[src/source/core_pkg.sv]
package core_pkg;

   typedef logic [31:0] xlen_t;
   typedef logic [4:0]  reg_addr_t;

   // supported machine-mode csr addresses
   typedef enum logic [11:0] {
      CSR_MSTATUS  = 12'h300,
      CSR_MISA     = 12'h301,
      CSR_MIE      = 12'h304,
      CSR_MTVEC    = 12'h305,
      CSR_MSCRATCH = 12'h340,
      CSR_MEPC     = 12'h341,
      CSR_MCAUSE   = 12'h342,
      CSR_MTVAL    = 12'h343,
      CSR_MIP      = 12'h344,
      CSR_MHARTID  = 12'hf14
   } csr_addr_t;

   typedef enum logic [2:0] {
      OP_ADDI,
      OP_CSR,
      OP_ECALL,
      OP_EBREAK,
      OP_MRET,
      OP_ILLEGAL
   } instr_op_t;

   // encoded as funct3[1:0] of the csr instructions
   typedef enum logic [1:0] {
      CSR_RW = 2'b01,
      CSR_RS = 2'b10,
      CSR_RC = 2'b11
   } csr_op_t;

   typedef enum logic [2:0] {
      ST_FETCH,
      ST_WAIT,
      ST_DECODE,
      ST_EXEC,
      ST_WRITE,
      ST_TRAP
   } ctrl_state_t;

   typedef struct packed {
      instr_op_t op;
      csr_op_t   csr_op;
      logic      use_imm;
      reg_addr_t rd;
      reg_addr_t rs1;
      xlen_t     imm;
      csr_addr_t csr_addr;
      xlen_t     raw;
   } decoded_instr_t;

   ////////////////////////////////////////
   // bit positions, masks, cause codes
   ////////////////////////////////////////
   localparam int MSTATUS_MIE_BIT  = 3;
   localparam int MSTATUS_MPIE_BIT = 7;
   localparam int IRQ_SOFT  = 3;
   localparam int IRQ_TIMER = 7;
   localparam int IRQ_EXT   = 11;

   localparam xlen_t MIE_WRITABLE = (32'd1 << IRQ_SOFT) | (32'd1 << IRQ_TIMER) | (32'd1 << IRQ_EXT);
   // rv32 with the base integer set only
   localparam xlen_t MISA_VALUE = 32'h4000_0100;

   localparam xlen_t CAUSE_ILLEGAL = 32'd2;
   localparam xlen_t CAUSE_BREAK   = 32'd3;
   localparam xlen_t CAUSE_ECALL_M = 32'd11;

endpackage

[src/source/csr_if.sv]
`timescale 1ns/100ps

interface csr_if import core_pkg::*; ();

   // csr access, issued by the sequencer
   logic      csr_access;
   csr_addr_t csr_addr;
   csr_op_t   csr_op;
   xlen_t     csr_operand;
   xlen_t     csr_rdata;
   logic      csr_hit;

   // trap entry and return
   logic      trap_enter;
   xlen_t     trap_cause;
   xlen_t     trap_epc;
   xlen_t     trap_tval;
   logic      trap_return;
   xlen_t     trap_pc;
   xlen_t     mepc;

   // interrupt request towards the sequencer
   logic      irq_take;
   xlen_t     irq_cause;

   modport ctrl (
      output csr_access, csr_addr, csr_op, csr_operand,
      output trap_enter, trap_cause, trap_epc, trap_tval, trap_return,
      input  csr_rdata, csr_hit, irq_take, irq_cause, trap_pc, mepc
   );

   modport csr (
      input  csr_access, csr_addr, csr_op, csr_operand,
      input  trap_enter, trap_cause, trap_epc, trap_tval, trap_return,
      output csr_rdata, csr_hit, irq_take, irq_cause, trap_pc, mepc
   );

endinterface

[src/source/fetch_unit.sv]
`timescale 1ns/100ps

module fetch_unit import core_pkg::*; (
   input  logic  clk,
   input  logic  rstn,
   input  logic  start,
   input  xlen_t pc,
   output logic  fetch_req,
   output xlen_t fetch_addr,
   input  logic  fetch_ack,
   input  xlen_t fetch_data,
   output xlen_t instr_raw,
   output logic  fetch_done
);

   logic  busy;
   xlen_t addr_q;

   // a start during an open fetch is dropped
   assign fetch_req  = start && !busy;
   assign fetch_addr = busy ? addr_q : pc;

   always_ff @(posedge clk) begin
      if (rstn) begin
         busy       <= 1'b0;
         fetch_done <= 1'b0;
      end else begin
         fetch_done <= busy && fetch_ack;
         if (fetch_req) begin
            busy <= 1'b1;
         end else if (fetch_ack) begin
            busy <= 1'b0;
         end
      end
   end

   // address and returned word
   always_ff @(posedge clk) begin
      if (fetch_req) begin
         addr_q <= pc;
      end
      if (busy && fetch_ack) begin
         instr_raw <= fetch_data;
      end
   end

endmodule

[src/source/decoder.sv]
`timescale 1ns/100ps

module decoder import core_pkg::*; (
   input  xlen_t          instr_raw,
   output decoded_instr_t instr,
   output reg_addr_t      rs1
);

   localparam logic [6:0] OPC_OP_IMM = 7'b0010011;
   localparam logic [6:0] OPC_SYSTEM = 7'b1110011;
   localparam xlen_t WORD_ECALL  = 32'h0000_0073;
   localparam xlen_t WORD_EBREAK = 32'h0010_0073;
   localparam xlen_t WORD_MRET   = 32'h3020_0073;

   logic [6:0] opcode;
   logic [2:0] funct3;
   logic       csr_known;

   assign opcode = instr_raw[6:0];
   assign funct3 = instr_raw[14:12];
   assign rs1    = instr_raw[19:15];

   always_comb begin
      case (instr_raw[31:20])
         CSR_MSTATUS, CSR_MISA, CSR_MIE, CSR_MTVEC, CSR_MSCRATCH,
         CSR_MEPC, CSR_MCAUSE, CSR_MTVAL, CSR_MIP, CSR_MHARTID: csr_known = 1'b1;
         default: csr_known = 1'b0;
      endcase
   end

   always_comb begin
      instr.op       = OP_ILLEGAL;
      instr.csr_op   = CSR_RW;
      instr.use_imm  = funct3[2];
      instr.rd       = instr_raw[11:7];
      instr.rs1      = instr_raw[19:15];
      instr.imm      = {{20{instr_raw[31]}}, instr_raw[31:20]};
      instr.csr_addr = csr_addr_t'(instr_raw[31:20]);
      instr.raw      = instr_raw;
      // an all-zero word stays illegal
      if (instr_raw != '0) begin
         case (opcode)
            OPC_OP_IMM: begin
               if (funct3 == 3'b000) begin
                  instr.op = OP_ADDI;
               end
            end
            OPC_SYSTEM: begin
               if (funct3 == 3'b000) begin
                  case (instr_raw)
                     WORD_ECALL:  instr.op = OP_ECALL;
                     WORD_EBREAK: instr.op = OP_EBREAK;
                     WORD_MRET:   instr.op = OP_MRET;
                     default:     instr.op = OP_ILLEGAL;
                  endcase
               end else if (funct3[1:0] != 2'b00 && csr_known) begin
                  instr.op     = OP_CSR;
                  instr.csr_op = csr_op_t'(funct3[1:0]);
               end
            end
            default: instr.op = OP_ILLEGAL;
         endcase
      end
   end

endmodule

[src/source/reg_file.sv]
`timescale 1ns/100ps

module reg_file import core_pkg::*; (
   input  logic      clk,
   input  logic      rstn,
   input  reg_addr_t rs1,
   output xlen_t     rs1_data,
   input  logic      wr_en,
   input  reg_addr_t wr_addr,
   input  xlen_t     wr_data
);

   xlen_t regs [32];

   // x0 is never written, so it reads zero
   assign rs1_data = regs[rs1];

   always_ff @(posedge clk) begin
      if (rstn) begin
         for (int i = 0; i < 32; i++) begin
            regs[i] <= '0;
         end
      end else if (wr_en && wr_addr != '0) begin
         regs[wr_addr] <= wr_data;
      end
   end

endmodule

[src/source/csr_file.sv]
`timescale 1ns/100ps

module csr_file import core_pkg::*; (
   input logic clk,
   input logic rstn,
   input logic ext_intr,
   input logic software_intr,
   input logic timer_intr,
   csr_if.csr  csr
);

   logic  status_mie;
   logic  status_mpie;
   xlen_t mie;
   xlen_t mtvec;
   xlen_t mscratch;
   xlen_t mepc;
   xlen_t mcause;
   xlen_t mtval;
   xlen_t mip;
   xlen_t mstatus;
   xlen_t irq_active;
   xlen_t wval;
   xlen_t mtvec_base;
   logic  do_write;

   // mip follows the lines directly
   always_comb begin
      mip = '0;
      mip[IRQ_SOFT]  = software_intr;
      mip[IRQ_TIMER] = timer_intr;
      mip[IRQ_EXT]   = ext_intr;
      mstatus = '0;
      mstatus[MSTATUS_MIE_BIT]  = status_mie;
      mstatus[MSTATUS_MPIE_BIT] = status_mpie;
   end

   ////////////////////////////////////////
   // read and modify
   ////////////////////////////////////////
   always_comb begin
      csr.csr_hit = 1'b1;
      case (csr.csr_addr)
         CSR_MSTATUS:  csr.csr_rdata = mstatus;
         CSR_MISA:     csr.csr_rdata = MISA_VALUE;
         CSR_MIE:      csr.csr_rdata = mie;
         CSR_MTVEC:    csr.csr_rdata = mtvec;
         CSR_MSCRATCH: csr.csr_rdata = mscratch;
         CSR_MEPC:     csr.csr_rdata = mepc;
         CSR_MCAUSE:   csr.csr_rdata = mcause;
         CSR_MTVAL:    csr.csr_rdata = mtval;
         CSR_MIP:      csr.csr_rdata = mip;
         CSR_MHARTID:  csr.csr_rdata = '0;
         default: begin
            csr.csr_hit   = 1'b0;
            csr.csr_rdata = '0;
         end
      endcase
   end

   always_comb begin
      case (csr.csr_op)
         CSR_RS:  wval = csr.csr_rdata | csr.csr_operand;
         CSR_RC:  wval = csr.csr_rdata & ~csr.csr_operand;
         default: wval = csr.csr_operand;
      endcase
   end

   // set or clear with nothing to change is a pure read
   assign do_write = csr.csr_access && csr.csr_hit &&
                     (csr.csr_op == CSR_RW || csr.csr_operand != '0);

   ////////////////////////////////////////
   // interrupts and trap target
   ////////////////////////////////////////
   assign irq_active   = mip & mie;
   assign csr.irq_take = status_mie && (irq_active != '0);

   // external first, then software, then timer
   always_comb begin
      if (irq_active[IRQ_EXT]) begin
         csr.irq_cause = {1'b1, 31'(IRQ_EXT)};
      end else if (irq_active[IRQ_SOFT]) begin
         csr.irq_cause = {1'b1, 31'(IRQ_SOFT)};
      end else if (irq_active[IRQ_TIMER]) begin
         csr.irq_cause = {1'b1, 31'(IRQ_TIMER)};
      end else begin
         csr.irq_cause = '0;
      end
   end

   assign mtvec_base  = {mtvec[31:2], 2'b00};
   assign csr.trap_pc = (mtvec[1:0] == 2'b01 && csr.trap_cause[31]) ?
                        mtvec_base + {csr.trap_cause[29:0], 2'b00} : mtvec_base;
   assign csr.mepc    = mepc;

   always_ff @(posedge clk) begin
      if (rstn) begin
         status_mie  <= 1'b0;
         status_mpie <= 1'b0;
         mie         <= '0;
         mtvec       <= '0;
         mscratch    <= '0;
         mepc        <= '0;
         mcause      <= '0;
         mtval       <= '0;
      end else if (csr.trap_enter) begin
         mepc        <= csr.trap_epc;
         mcause      <= csr.trap_cause;
         mtval       <= csr.trap_tval;
         status_mpie <= status_mie;
         status_mie  <= 1'b0;
      end else if (csr.trap_return) begin
         status_mie  <= status_mpie;
         status_mpie <= 1'b1;
      end else if (do_write) begin
         case (csr.csr_addr)
            CSR_MSTATUS: begin
               status_mie  <= wval[MSTATUS_MIE_BIT];
               status_mpie <= wval[MSTATUS_MPIE_BIT];
            end
            CSR_MIE: mie <= wval & MIE_WRITABLE;
            CSR_MTVEC: begin
               // modes 2 and 3 are reserved
               if (!wval[1]) begin
                  mtvec <= wval;
               end
            end
            CSR_MSCRATCH: mscratch <= wval;
            CSR_MEPC:     mepc     <= wval;
            CSR_MCAUSE:   mcause   <= wval;
            CSR_MTVAL:    mtval    <= wval;
            // misa, mip and mhartid are read-only
            default: ;
         endcase
      end
   end

endmodule

[src/source/core_control.sv]
`timescale 1ns/100ps

module core_control import core_pkg::*; #(
   parameter xlen_t RESET_PC = 32'h0000_1000
) (
   input  logic           clk,
   input  logic           rstn,
   output logic           fetch_start,
   output xlen_t          pc,
   input  xlen_t          instr_raw,
   input  logic           fetch_done,
   input  decoded_instr_t instr,
   input  xlen_t          rs1_data,
   output logic           wr_en,
   output reg_addr_t      wr_addr,
   output xlen_t          wr_data,
   output logic           retire_valid,
   output reg_addr_t      retire_rd,
   output xlen_t          retire_data,
   csr_if.ctrl            ctrl
);

   ctrl_state_t state;
   logic        wb_q;
   logic        exc_q;
   logic        ret_q;
   logic        irq_q;
   xlen_t       result_q;
   xlen_t       cause_q;
   xlen_t       tval_q;

   assign fetch_start = (state == ST_FETCH);

   // csr port
   assign ctrl.csr_access  = (state == ST_EXEC) && (instr.op == OP_CSR);
   assign ctrl.csr_addr    = instr.csr_addr;
   assign ctrl.csr_op      = instr.csr_op;
   assign ctrl.csr_operand = instr.use_imm ? {27'b0, instr.rs1} : rs1_data;

   // trap port
   // an interrupt resumes after the finished instruction
   assign ctrl.trap_enter  = (state == ST_TRAP) && !ret_q;
   assign ctrl.trap_return = (state == ST_TRAP) && ret_q;
   assign ctrl.trap_cause  = cause_q;
   assign ctrl.trap_epc    = irq_q ? pc + 32'd4 : pc;
   assign ctrl.trap_tval   = tval_q;

   // register write and trace
   assign wr_en        = (state == ST_WRITE) && wb_q && (instr.rd != '0);
   assign wr_addr      = instr.rd;
   assign wr_data      = result_q;
   assign retire_valid = wr_en;
   assign retire_rd    = instr.rd;
   assign retire_data  = result_q;

   ////////////////////////////////////////
   // sequencer
   ////////////////////////////////////////
   always_ff @(posedge clk) begin
      if (rstn) begin
         state <= ST_FETCH;
         pc    <= RESET_PC;
         wb_q  <= 1'b0;
         exc_q <= 1'b0;
         ret_q <= 1'b0;
         irq_q <= 1'b0;
      end else begin
         case (state)
            ST_FETCH: state <= ST_WAIT;
            ST_WAIT: begin
               if (fetch_done) begin
                  state <= ST_DECODE;
               end
            end
            ST_DECODE: begin
               wb_q  <= 1'b0;
               exc_q <= 1'b0;
               ret_q <= 1'b0;
               irq_q <= 1'b0;
               state <= ST_EXEC;
            end
            ST_EXEC: begin
               state <= ST_WRITE;
               case (instr.op)
                  OP_ADDI: begin
                     result_q <= rs1_data + instr.imm;
                     wb_q     <= 1'b1;
                  end
                  OP_CSR: begin
                     if (ctrl.csr_hit) begin
                        result_q <= ctrl.csr_rdata;
                        wb_q     <= 1'b1;
                     end else begin
                        exc_q   <= 1'b1;
                        cause_q <= CAUSE_ILLEGAL;
                        tval_q  <= instr_raw;
                     end
                  end
                  OP_ECALL: begin
                     exc_q   <= 1'b1;
                     cause_q <= CAUSE_ECALL_M;
                     tval_q  <= '0;
                  end
                  OP_EBREAK: begin
                     exc_q   <= 1'b1;
                     cause_q <= CAUSE_BREAK;
                     tval_q  <= '0;
                  end
                  OP_MRET: ret_q <= 1'b1;
                  default: begin
                     exc_q   <= 1'b1;
                     cause_q <= CAUSE_ILLEGAL;
                     tval_q  <= instr_raw;
                  end
               endcase
            end
            ST_WRITE: begin
               if (exc_q || ret_q) begin
                  state <= ST_TRAP;
               end else if (ctrl.irq_take) begin
                  irq_q   <= 1'b1;
                  cause_q <= ctrl.irq_cause;
                  tval_q  <= '0;
                  state   <= ST_TRAP;
               end else begin
                  pc    <= pc + 32'd4;
                  state <= ST_FETCH;
               end
            end
            ST_TRAP: begin
               pc    <= ret_q ? ctrl.mepc : ctrl.trap_pc;
               state <= ST_FETCH;
            end
            default: state <= ST_FETCH;
         endcase
      end
   end

endmodule

[src/source/core_top.sv]
`timescale 1ns/100ps

module core_top import core_pkg::*; #(
   parameter xlen_t RESET_PC = 32'h0000_1000
) (
   input  logic      clk,
   input  logic      rstn,
   output logic      fetch_req,
   output xlen_t     fetch_addr,
   input  logic      fetch_ack,
   input  xlen_t     fetch_data,
   input  logic      ext_intr,
   input  logic      software_intr,
   input  logic      timer_intr,
   output logic      retire_valid,
   output reg_addr_t retire_rd,
   output xlen_t     retire_data
);

   logic           fetch_start;
   xlen_t          pc;
   xlen_t          instr_raw;
   logic           fetch_done;
   decoded_instr_t instr;
   reg_addr_t      rs1;
   xlen_t          rs1_data;
   logic           wr_en;
   reg_addr_t      wr_addr;
   xlen_t          wr_data;

   csr_if csr_bus ();

   fetch_unit u_fetch (
      .clk        (clk),
      .rstn       (rstn),
      .start      (fetch_start),
      .pc         (pc),
      .fetch_req  (fetch_req),
      .fetch_addr (fetch_addr),
      .fetch_ack  (fetch_ack),
      .fetch_data (fetch_data),
      .instr_raw  (instr_raw),
      .fetch_done (fetch_done)
   );

   decoder u_decoder (
      .instr_raw (instr_raw),
      .instr     (instr),
      .rs1       (rs1)
   );

   reg_file u_regs (
      .clk      (clk),
      .rstn     (rstn),
      .rs1      (rs1),
      .rs1_data (rs1_data),
      .wr_en    (wr_en),
      .wr_addr  (wr_addr),
      .wr_data  (wr_data)
   );

   csr_file u_csr (
      .clk           (clk),
      .rstn          (rstn),
      .ext_intr      (ext_intr),
      .software_intr (software_intr),
      .timer_intr    (timer_intr),
      .csr           (csr_bus.csr)
   );

   core_control #(
      .RESET_PC (RESET_PC)
   ) u_control (
      .clk          (clk),
      .rstn         (rstn),
      .fetch_start  (fetch_start),
      .pc           (pc),
      .instr_raw    (instr_raw),
      .fetch_done   (fetch_done),
      .instr        (instr),
      .rs1_data     (rs1_data),
      .wr_en        (wr_en),
      .wr_addr      (wr_addr),
      .wr_data      (wr_data),
      .retire_valid (retire_valid),
      .retire_rd    (retire_rd),
      .retire_data  (retire_data),
      .ctrl         (csr_bus.ctrl)
   );

endmodule

[config.mk]
export PLATFORM = sky130hd
export DESIGN_NAME = core_top
export DESIGN_NICKNAME = d
export VERILOG_FILES = /design/src/source/core_pkg.sv /design/src/source/csr_if.sv /design/src/source/fetch_unit.sv /design/src/source/decoder.sv /design/src/source/reg_file.sv /design/src/source/csr_file.sv /design/src/source/core_control.sv /design/src/source/core_top.sv
export SDC_FILE = /design/constraint.sdc
export NUM_CORES = 2
export LEC_CHECK = 0
export BUFFER_PORTS_ARGS = -buffer_cell sky130_fd_sc_hd__buf_4
export CELL_PAD_IN_SITES_DETAIL_PLACEMENT = 1
export CELL_PAD_IN_SITES_GLOBAL_PLACEMENT = 1
export CORE_MARGIN = 3
export CORE_UTILIZATION = 40
export CTS_CLUSTER_DIAMETER = 50
export DETAILED_ROUTE_END_ITERATION = 10
export GPL_TIMING_DRIVEN = 0
export MAX_ROUTING_LAYER = met4
export PLACE_DENSITY = 0.68
export SYNTH_ARGS = -nofsm -noshare
export SYNTH_HDL_FRONTEND = slang
export SYNTH_SLANG_ARGS = --single-unit
[constraint.sdc]
create_clock -name clk -period 7.9 [get_ports clk]
set_input_delay 0 -clock clk [delete_from_list [all_inputs] [get_ports clk]]
set_output_delay 0 -clock clk [all_outputs]
set_load 0.05 [all_outputs]
==> flow_summary.toml <==
[sta]
hold_ws_ns = 0.0415
fmaxAchievable_mhz = 131
fin_skew_ns = 0.0377
worst_slack_ns = 0.255
tightest_slew_ns = 1.57
period_share = 0.968
layout_min_cycle_time_ns = 7.65
setup_viol = 0
rsz0062_at_grt = "false"
slew_violations = 11
maxSlewHeadroom = -0.0455
finalHoldViolCount = 0

[global_routing]
grt.total_usage = 0.355
antenna_found_initial = 28
grt_pass1_wl_um = 404000
grt_overflow = 0
grt_max_degree = 33
grt_pass1_vias = 50308

[floorplan]
rows = 148
ios = 109
die_w_um = 411
die-area_um2 = 169000
die_height_um = 411
start_util = 0.403
coreArea_um2 = 163000

[placed_design]
dp_hpwl_um = 210000
io_buffers = 107
place_congestion = 0.951
post-place-ws_ns = 0.0561

[yosys]
ys_async_sr_fraction = 0
ys_ff_latch = 1367
synthesis.instances = 5218
synthDistinctLibCells = 87
synth_flop_cell = "edfxtp_1"
syn_area_per_cell_um2 = 12.6
yosys_warnings = 0
netlist_area_um2 = 65800
synth_edf_count = 1157
synth_seq_area_share = 0.592

[clocking]
htree_levels = 4
numCtsBuffers = 166
path_clk_slew_ns = 0.06
cts_root_buffer = "clkbuf_16"
cts_num_sinks = 1367
postCtsSetupRepairBufs = 0
cts_buffer_depth = 3
cts_tree = "done"
clkLatencyLatePin_ns = 0.81

[worst_setup_path]
crit_top_cell = "buf_2"
cp_slowest_cell = "nor4_2"
worstPathCellList = "buf_2 -> buf_2 -> buf_2 -> buf_2 -> nand3b_1 -> o22ai_1 -> nor4_2 -> inv_1 -> fa_1 -> nand2b_1 -> a21oi_1 -> o2111ai_1 -> o211ai_1 -> a221o_1 -> a211o_1 -> nand2_1 -> a211oi_1 -> xnor2_1 -> a21oi_1"
end_kind = "flop"
startpoint_type = "flop"
cpPeakStageDelay_ns = 1.02
required_ns = 8.46
path_max_fanout = 10
critical_path_arrival_ns = 8.20
critPathKind = "flop to flop"

[drt]
post_drt_wl_per_cell_um = 37.2
viasPerCell = 6.28
dr.first_iter.drc_count = 7427
vias = 50225
m1WireLength_um = 110000
dr.pass1.iters = 6
maxUsedRoutingLayer = "met4"
ant_nets = 0
met3_wirelength_um = 33200
dr_wl_met2_um = 135000
drc = 0
wirelength_um = 297000

[layout]
final_common_cell = "edfxtp_1"
area_growth_pct = 18.1
final_cell_mix = "edfxtp_1 (1157), and2_1 (1044), clkbuf_1 (374), mux2i_1 (343), nand2_1 (259)"
fillCellCount = 16739
drive_gt1_frac = 0.140
final_nets = 5742

[worst_hold_path]
hp-class = "input port to flop"

[status]
violations = "capacitance limit, slew limit"
outcome = "complete, but fails checks"

[power_and_ir_drop]
p_per_area_nw_per_um2 = 230
vdd_drop_max_mv = 0.223
power_leakage_nw = 27.9

[run]
maxCapViolations = 1
==> registers in the layout, indices dropped and copies added (netlist names), 32 cells and up, named ones only <==
signal,cells
u_regs.regs,1024
u_fetch.instr_raw,32
u_csr.csr.mepc,32
u_control.retire_data,32
u_csr.mtval,32
u_csr.mcause,32
u_csr.mscratch,32
u_fetch.addr_q,32
u_control.ctrl.trap_tval,32
u_control.pc,32
==> through the flow <==
step | instances | total power [mW] | cell area, µm² | util | setup TNS [ns]
after floorplan | 5249 | 9.15 | 65900 | - | 0
after global placement | 7531 | 9.92 | 69400 | 0.425 | -2373.61
after detailed placement | 7602 | 10.0 | 71300 | 0.437 | 0
after CTS | 7977 | 17.8 | 77600 | 0.476 | 0
after global routing | 7987 | 18.2 | 77700 | 0.476 | 0
final | 7992 | 17.9 | 77700 | 0.476 | 0
==> worst max-delay path, delay by kind of cell, from the launching register on <==
kind            cells  cell delay (ns)
xor+xnor            1             0.12
flops               1             0.31
fa+ha+maj           1             0.43
buf+inv             5             2.06
simple gates        4             1.69
compound gates      8             2.72
==> cell type report <==
type | instances | area [µm²] | share of cell area
diodes | 14 | 35.0 | 0.000451
plain buffers | 458 | 2050 | 0.0264
clock buffers | 214 | 4560 | 0.0586
clock inverters | 91 | 1000 | 0.0129
inverters | 29 | 109 | 0.00140
multi-input cells | 3395 | 25200 | 0.325
flip-flops and latches | 1367 | 38900 | 0.501
well taps | 2175 | 2720 | 0.0350
repair buffers | 249 | 3050 | 0.0393
==> where the power goes <==
part           switching (mW)  internal, mW
clock                    3.26          4.65
combinational            1.25         0.597
sequential             0.0794          8.03
==> cells in the mapped netlist (20+ instances only) <==
master | count | area share
edfxtp_1 | 1157 | 0.53
and2_1 | 1044 | 0.099
mux2i_1 | 343 | 0.052
clkbuf_1 | 342 | 0.020
nand2_1 | 259 | 0.015
nor2_1 | 253 | 0.014
dfxtp_1 | 210 | 0.064
a22oi_1 | 183 | 0.021
mux4_2 | 162 | 0.055
o21ai_0 | 151 | 0.011
nand3_1 | 143 | 0.011
a21oi_1 | 104 | 0.0079
mux2_2 | 58 | 0.0099
buf_2 | 55 | 0.0042
nand4_1 | 53 | 0.0050
o211ai_1 | 46 | 0.0053
xnor2_1 | 43 | 0.0057
and3_1 | 39 | 0.0037
o22ai_1 | 39 | 0.0037
nor3_1 | 38 | 0.0029
ha_1 | 36 | 0.0068
nor2b_1 | 34 | 0.0032
xor2_1 | 34 | 0.0045
inv_1 | 27 | 0.0015
nor4_1 | 27 | 0.0026
o21a_1 | 24 | 0.0027
buf_4 | 22 | 0.0025
nand2b_1 | 21 | 0.0020
buf_1 | 20 | 0.0011
==> metal layers <==
layer	track usage	vias to the layer above
met5	-	-
li1	-	20084
met1	0.436	25904
met4	0.190	0
met3	0.0911	909
met2	0.539	3328
==> logic make-up (layout without fill, tap and decap cells) <==
logic type / count (synthesis) / after routing / synth area share
DFF: 1367 / 1367 / 0.592
muxes: 563 / 563 / 0.118
buffers and inverters: 487 / 1041 / 0.0323
other: 1 / 46 / 0.0000570
adders and majority gates: 38 / 38 / 0.00746
xor gates and xnor gates: 77 / 77 / 0.0103
and+or+nand+nor: 1982 / 1982 / 0.168
AOI/OAI and AO/OA: 703 / 703 / 0.0724
==> final timing paths <==
| check | from | to | slack, ns | depth (start not counted) |
|---|---|---|---|---|
| setup / recovery | flop | u_control.retire_data[28]$_DFFE_PP_ | 0.25 | 19 |
| hold / removal | fetch_data[18] | flop | 0.04 | 3 |
| setup reg to reg | flop | u_control.retire_data[28]$_DFFE_PP_ | 0.25 | 19 |
| hold reg to reg | u_control.pc[25]$_SDFFE_PP0P_ | u_fetch.addr_q[25]$_DFFE_PP_ | 0.43 | 0 |
==> repair_timing <==
action	4_1_cts	5_1_grt
endpoints found under the hold margin	57	0
hold buffers	70	0
endpoints found under the setup margin	0	6
gates resized for setup	0	13
Power figures use the tool's default switching activity.
